File: src/common/mini_mcu_params.svh
/*
 * Sizes and address map of the mini MCU slice.
 * Include where bank counts, depths or windows are needed.
 */
`ifndef MINI_MCU_PARAMS_SVH
`define MINI_MCU_PARAMS_SVH

// memory banks, contiguous from MEM_BASE
`define MEM_BANKS 4
`define BANK_WORDS 256
`define MEM_BASE 32'h0000_0000

// control peripheral window
`define PERIPH_BASE 32'h0002_0000
`define PERIPH_SIZE 32'd16

// read-only id at peripheral offset 8
`define SOC_ID 32'h4d43_5531

`endif

File: src/common/mini_mcu_pkg.sv
/*
 * Shared bus types for the mini MCU slice.
 * Referenced by scoped name from the bus, memory and peripheral blocks.
 */
`default_nettype none

package mini_mcu_pkg;

  localparam int unsigned ADDR_W = 32;
  localparam int unsigned DATA_W = 32;
  localparam int unsigned BE_W   = DATA_W / 8;

  // byte address
  typedef logic [ADDR_W-1:0] obi_addr_t;

  // bus data word
  typedef logic [DATA_W-1:0] obi_data_t;

  // one enable per byte lane
  typedef logic [BE_W-1:0] obi_be_t;

  // where an accepted request went, held for its response cycle.
  // all flags low means no response is owed
  typedef struct packed {
    logic [1:0] bank;
    logic       bank_hit;
    logic       periph_hit;
    logic       none_hit;
  } tgt_sel_t;

endpackage

`default_nettype wire

File: src/common/obi_if.sv
/*
 * OBI request/grant/response-valid link between the bus and one target.
 * Bus side uses master, target uses slave, response collector uses monitor.
 */
`timescale 1ns/1ns
`default_nettype none

interface obi_if;

  logic                    req;
  logic                    gnt;
  mini_mcu_pkg::obi_addr_t addr;
  logic                    we;
  mini_mcu_pkg::obi_be_t   be;
  mini_mcu_pkg::obi_data_t wdata;
  logic                    rvalid;
  mini_mcu_pkg::obi_data_t rdata;

  modport master (
    output req, addr, we, be, wdata,
    input  gnt, rvalid, rdata
  );

  modport slave (
    input  req, addr, we, be, wdata,
    output gnt, rvalid, rdata
  );

  // response side only
  modport monitor (
    input rvalid, rdata
  );

endinterface

`default_nettype wire

File: src/rtl/soc_ctrl.sv
/*
 * Control peripheral: program exit value with sticky valid, a scratch word
 * and a read-only ID, on an OBI slave link addressed by word index.
 */
`timescale 1ns/1ns
`default_nettype none

`include "mini_mcu_params.svh"

module soc_ctrl (
  input  logic                    clk_i,
  input  logic                    reset_i,
  obi_if.slave                    bus,
  output mini_mcu_pkg::obi_data_t exit_value_o,
  output logic                    exit_valid_o
);

  mini_mcu_pkg::obi_data_t exit_value_q;
  mini_mcu_pkg::obi_data_t scratch_q;
  mini_mcu_pkg::obi_data_t rdata_q;
  logic                    exit_valid_q;
  logic                    rvalid_q;
  logic                    accept;
  logic [1:0]              reg_idx;

  assign bus.gnt = bus.req;
  assign accept  = bus.req && bus.gnt;
  assign reg_idx = bus.addr[1:0];

  always_ff @(posedge clk_i) begin
    if (reset_i) begin
      exit_value_q <= '0;
      exit_valid_q <= 1'b0;
      scratch_q    <= '0;
      rvalid_q     <= 1'b0;
    end else begin
      rvalid_q <= accept;
      if (accept && bus.we) begin
        case (reg_idx)
          2'd0: begin
            exit_value_q <= bus.wdata;
            exit_valid_q <= 1'b1;
          end
          2'd1: begin
            for (int b = 0; b < 4; b++) begin
              if (bus.be[b]) begin
                scratch_q[8*b +: 8] <= bus.wdata[8*b +: 8];
              end
            end
          end
          default: ;
        endcase
      end
    end
  end

  // read data sampled before this cycle's write lands
  always_ff @(posedge clk_i) begin
    if (accept) begin
      if (bus.we) begin
        rdata_q <= '0;
      end else begin
        case (reg_idx)
          2'd0:    rdata_q <= exit_value_q;
          2'd1:    rdata_q <= scratch_q;
          2'd2:    rdata_q <= `SOC_ID;
          default: rdata_q <= '0;
        endcase
      end
    end
  end

  assign bus.rvalid   = rvalid_q;
  assign bus.rdata    = rdata_q;
  assign exit_value_o = exit_value_q;
  assign exit_valid_o = exit_valid_q;

endmodule

`default_nettype wire

File: src/flat_wrapper.sv
// flat-port wrapper written by rule: the top's interface ports become plain ports
module soc_ctrl_flat 
  (clk_i, reset_i, exit_value_o, exit_valid_o, bus_req, bus_addr, bus_we, bus_be, bus_wdata, bus_gnt, bus_rvalid, bus_rdata);
  obi_if bus_i ();
  input  logic clk_i;
  input  logic reset_i;
  output mini_mcu_pkg::obi_data_t exit_value_o;
  output logic exit_valid_o;
  input wire logic [$bits(bus_i.req)-1:0] bus_req;
  input wire logic [$bits(bus_i.addr)-1:0] bus_addr;
  input wire logic [$bits(bus_i.we)-1:0] bus_we;
  input wire logic [$bits(bus_i.be)-1:0] bus_be;
  input wire logic [$bits(bus_i.wdata)-1:0] bus_wdata;
  output wire logic [$bits(bus_i.gnt)-1:0] bus_gnt;
  output wire logic [$bits(bus_i.rvalid)-1:0] bus_rvalid;
  output wire logic [$bits(bus_i.rdata)-1:0] bus_rdata;
  assign bus_i.req = bus_req;
  assign bus_i.addr = bus_addr;
  assign bus_i.we = bus_we;
  assign bus_i.be = bus_be;
  assign bus_i.wdata = bus_wdata;
  assign bus_gnt = bus_i.gnt;
  assign bus_rvalid = bus_i.rvalid;
  assign bus_rdata = bus_i.rdata;
  soc_ctrl u_core (.clk_i(clk_i), .reset_i(reset_i), .bus(bus_i), .exit_value_o(exit_value_o), .exit_valid_o(exit_valid_o));
endmodule
File: config.mk
export PLATFORM = sky130hd
export DESIGN_NAME = soc_ctrl_flat
export DESIGN_NICKNAME = d
export VERILOG_FILES = /design/src/common/mini_mcu_pkg.sv /design/src/common/obi_if.sv /design/src/rtl/soc_ctrl.sv /design/src/flat_wrapper.sv
export VERILOG_INCLUDE_DIRS = /design/src /design/src/common
export SDC_FILE = /design/constraint.sdc
export NUM_CORES = 1
export LEC_CHECK = 0
export ABC_CLOCK_PERIOD_IN_PS = 1200
export BUFFER_PORTS_ARGS = -buffer_cell sky130_fd_sc_hd__clkbuf_2
export CAP_MARGIN = 15
export CORE_ASPECT_RATIO = 0.8
export CORE_MARGIN = 10
export CORE_UTILIZATION = 29
export CTS_CLUSTER_DIAMETER = 80
export DETAILED_ROUTE_END_ITERATION = 8
export PLACE_DENSITY = 0.56
export SLEW_MARGIN = 10
export SYNTH_ARGS = -nofsm -noshare
export SYNTH_HDL_FRONTEND = slang
export SYNTH_SLANG_ARGS = --single-unit
File: constraint.sdc
create_clock -name clk_i -period 1.2 [get_ports clk_i]
set_input_delay 0.12 -clock clk_i [delete_from_list [all_inputs] [get_ports clk_i]]
set_output_delay 0.12 -clock clk_i [all_outputs]
set_load 0.005 [all_outputs]
After elaboration in Yosys (flattened, before gate mapping)
Index checks and enable logic that the tools add are counted.
{ "word_totals": {"wordCells": 18, "output_inout_bits": 67, "input_bits": 72, "regBits": 98} }
{ "op_classes": {"muxes": 1, "n_eq_ne": 2, "n_reduce_logical": 7} }
{ "op_table": {"columns": ["op", "count"], "rows": [
  ["$pmux W32 S3", 1],
  ["$reduce_and A3 Y1", 4],
  ["$eq A2 B1 Y1 const B", 1],
  ["$eq A2 B2 Y1 const B", 1],
  ["$logic_not A2 Y1", 1],
  ["$reduce_and A2 Y1", 1],
  ["$logic_and A1 B1 Y1", 1]
]} }

Longest topological paths before layout
{ "depth": {"word_depth": 2, "mapped_depth": 6, "ltp_nobuf": 3} }

Worst setup path before layout
OpenSTA, ideal clock, no wires.
{ "synth_path": {"path_type": "input port to flip-flop", "start": "input bus_addr[1]", "end": "register u_core.rdata_q[13], in the netlist u_core.bus.rdata[13], data pin", "t_required_ns": 1.062, "stages": 5, "setup_ns": 0.138, "arrival_time_ns": 0.946, "setup_slack_ns": 0.116, "path_cell_list": "buf_4 -> or2_2 -> buf_2 -> buf_2 -> nor2_1"} }
{ "synth_between": {"elab_chain_len": 2, "word_cells_on_any_way": 4} }
{ "synth_rtl": {"columns": ["item", "line", "source"], "rows": [
  ["start: declaration", "flat_wrapper.sv:10", "input wire logic [$bits(bus_i.addr)-1:0] bus_addr;"],
  ["$eq A2 B2 Y1 (tied with other cells)", "soc_ctrl.sv:63", "case (reg_idx)"],
  ["$pmux W32 S3 *", "soc_ctrl.sv:63", null],
  ["end signal: assignment", "soc_ctrl.sv:64", "2'd0: rdata_q <= exit_value_q;"],
  ["end signal: assignment", "soc_ctrl.sv:65", "2'd1: rdata_q <= scratch_q;"],
  ["end signal: assignment", "soc_ctrl.sv:66", "2'd2: rdata_q <= `SOC_ID;"],
  ["end: declaration", "soc_ctrl.sv:20", "mini_mcu_pkg::obi_data_t rdata_q;"]
]} }
Mark *: on every way between the ends. The rest lies on a longest branch, timed or not.
A chain may end at the register's enable or synchronous reset.

Worst setup path after layout
{ "layout_path": {"start": "input bus_req", "end": "output bus_gnt"} }
{ "layout_lines": {"columns": ["item", "line", "source"], "rows": [
  ["start: declaration", "flat_wrapper.sv:9", "input wire logic [$bits(bus_i.req)-1:0] bus_req;"],
  ["end: declaration", "flat_wrapper.sv:14", "output wire logic [$bits(bus_i.gnt)-1:0] bus_gnt;"]
]} }
No word-level cell between the ends.

==> metrics list <==
* Part of the power in registers: 49.2%
- Share of power burned in combinational logic: 8.3%
- Count of port buffers added during placement: 108
- Leftover overflow at the end of global routing: 0
- Worst path cell trace: clkbuf_2, buf_4, clkbuf_2
- The number of antenna diodes in the final layout is 0.
* Critical Path Most Common Cell: clkbuf_2
* Worst Path Arrival: 0.94 ns
- H-Tree Level Count: 3
* Worst max-slew margin expressed relative to the limit: 67.4%
* Antenna violations before repair: 0
- The count of pins over their slew limit was 0.
- LEAKAGE: 0.00216 uW
- Post-CTS timing repair inserted 0 buffers for setup.
* Floorplan Core Area: 14300 um^2
* Insertion delay of the later-clocked pin in the worst-skew pair: 0.35 ns
- Chip Width: 155 um
- After synthesis the cells add up to 4260 um^2.
- Final period util: 88.3%
- Static timing analysis puts the maximum clock frequency at 0.944 GHz.
* Number of placed I/O pins: 139
- Count of state elements after synthesis: 98
- Required time of the worst setup path: 1.08 ns
- The detail route stage leaves a number of antenna-violating nets equal to 0.
* Number of library cell types mapped by synthesis: 21
* Largest stage delay on the critical path: 0.44 ns
- After detailed routing, the number of vias per cell comes to 4.68.
* Critical path peak fanout: 34
* Proportion of layout cells with a drive suffix above 1: 34.4%
* Average instance area after synthesis: 10.1 um^2
- CTS saw 98 sinks.
- The initialized floorplan defines 39 standard-cell rows.
- Drt initial violations: 215
* Seq/Total Area, Yosys: 53.6%
- Endpoints failing hold: 0
* Most numerous cell in the Yosys netlist: nand2_1
* Final Critical Period: 1.06 ns
- Pin count of the biggest net entering global routing: 64
- Internal power comes to 5610 uW.
- Summed over all layers, the routed wires come to 11800 um.
- Number of hold buffers added after CTS: 12
- Number of global-route vias before repair: 3368
- CP Capture Type: output pin
- Number of detailed-routing iterations run before antenna repair: 4
- Gr usage total: 11.6%
- On the critical path, the stage with the largest delay is an instance of buf_4.
* TritonCTS clock tree: done
- Clock Root Buffer: clkbuf_16
* Number of failing setup endpoints in the final timing report: 0
- DRC errors left: 0
* Post-synth ARST share: 0%
- The tightest min-delay check is of the in -> reg type.
- Vertical die dimension: 128 um
- Yosys printed 0 warnings.
* Synth area leaders: dfxtp_1 (31%), edfxtp_1 (23%), nand2_1 (6.9%)
- For this run, the leading register cell type out of synthesis is dfxtp_1.
* Total die area: 20000 um^2
* Post-cts sizing count: 0
* Number of nets in the final layout: 608
- Of the total power, the share spent switching nets is 22.3%.
- Library cell occupying the most area in the post-synthesis netlist: dfxtp_1
* Area delta synth->final: 27.9%
* Nature of the critical path startpoint: input pin
- TritonCTS buffer count: 9
* Fraction of synthesized cell area taken by the top area cell type: 31.0%
* Longest Clk Path Bufs: 2
- The worst setup path is of the in -> out kind.
* Effective utilization at floorplan: 29.7%
- Net count after synthesis: 494
- Number of enable flip-flop cells after synthesis: 32
* HPWL after DPL: 8630 um
- Setup repair after global routing left no endpoint under its margin.
* Final-layout fill cell count: 1475
- For this design the total switching power over the nets is 1610 uW.
* Global-route wire length before repair: 18300 um
* PwrDens: 1330 nW/um^2
- After clock tree synthesis, the clock-pin slew on the worst setup and hold paths is 0.07 ns.
- Max Clock Skew: 0.00577 ns
* Top cells by count, synth: nand2_1 (78), dfxtp_1 (66), a21oi_1 (46)
- The congestion estimate from routability-driven global placement came to 0.742.
- The worst-case IR drop observed on VDD is 0.614 mV.
- The run finished with clean final reports.
- The tool flagged a number of max-cap violations equal to 0.
- Clock power share: 42.5%
- Counting every instance in the synthesized netlist gives 422.
- Vias after detailed routing: 3392
- After detailed routing, the average wire length per cell comes to 16.3 um.
* Total negative slack for setup checks: 0 ns
* Transition time at the pin with the least slew margin: 0.489 ns
- Power, Total: 7220 uW
critical path, delay by kind of cell:
kind | cells | cell delay (ns)
buffers and inverters | 3 | 0.80
registers in the layout, indices dropped and copies added, names as in the netlist:
register and count:
u_core.bus.rvalid 1, u_core.bus.rdata 32, u_core.scratch_q 32, u_core.exit_value_o 32, u_core.exit_valid_o 1
through the flow:
stage               util, %  hold WS, ns  setup WS, ns  std cells  area (um^2)
detailed placement     35.0        0.366       -0.0758        697         5020
global placement       35.0        0.361       -0.0430        697         5020
global route           38.0       0.0170        0.0764        725         5450
CTS                    38.0      0.00110         0.112        725         5450
finish                 38.0       0.0138         0.140        725         5450
floorplan                 -        0.232         0.116        422         4260
power by group through the flow:
| stage | sequential [uW] | clock [uW] | combinational, uW |
|---|---|---|---|
| floorplan | 3630 | 0 | 273 |
| global placement | 3620 | 0 | 579 |
| detailed placement | 3620 | 0 | 587 |
| CTS | 3550 | 3160 | 620 |
| global route | 3560 | 3250 | 667 |
| finish | 3550 | 3070 | 603 |
per-layer routing:
metal	vias to the layer above	part of all wire [%]	global-route usage, %
met5	-	0	0
met4	0	1.6	4.07
met3	14	7.0	4.03
met2	98	45	17.7
met1	1593	47	14.9
li1	1687	-	-
logic make-up (layout without fill, tap and decap cells):
family                 after synthesis  after routing  synth area share (%)
multiplexers                        18             18                  4.23
buffers and inverters               42            161                  5.76
AO/OA/AOI/OAI                       92             92                  14.5
AND/OR/NAND/NOR                    172            172                  22.0
flip-flops                          98             98                  53.6
cells in the final DEF, fill, tap and decap left out, drive strengths merged:
master       count
clkbuf         119
nand2           78
dfxtp           66
a21oi           46
nand2b          32
nand4b          32
o21ai           32
edfxtp          32
buf             25
nor2            20
mux2i           18
o21bai          14
dlygate4sd3     12
and2             4
nor2b            2
bufinv           2
clkinv           2
and4bb           1
nand4bb          1
or2              1
and4b            1
clkinvlp         1
path summary, 6_finish.rpt:
path	startpoint	to	slack, ns	cells past startpoint
worst max-delay path	bus_req	bus_gnt	0.14	3
worst min-delay path	bus_wdata[4]	u_core.exit_value_o[4]	0.01	3
worst max register to register	u_core.exit_value_o[22]	u_core.bus.rdata[22]	0.39	2
worst min register to register	u_core.exit_value_o[3]	u_core.exit_value_o[3]	0.47	2
layout make-up:
cell class | instances | area [um^2] | area share (%)
Timing Repair Buffer | 145 | 886 | 16.3
Sequential cell | 98 | 2280 | 41.9
Tap cell | 184 | 230 | 4.23
Clock inverter | 5 | 80.1 | 1.47
Multi-Input combinational cell | 282 | 1740 | 31.9
Clock buffer | 11 | 233 | 4.27
Note: power is estimated with default switching activity, not from simulation.
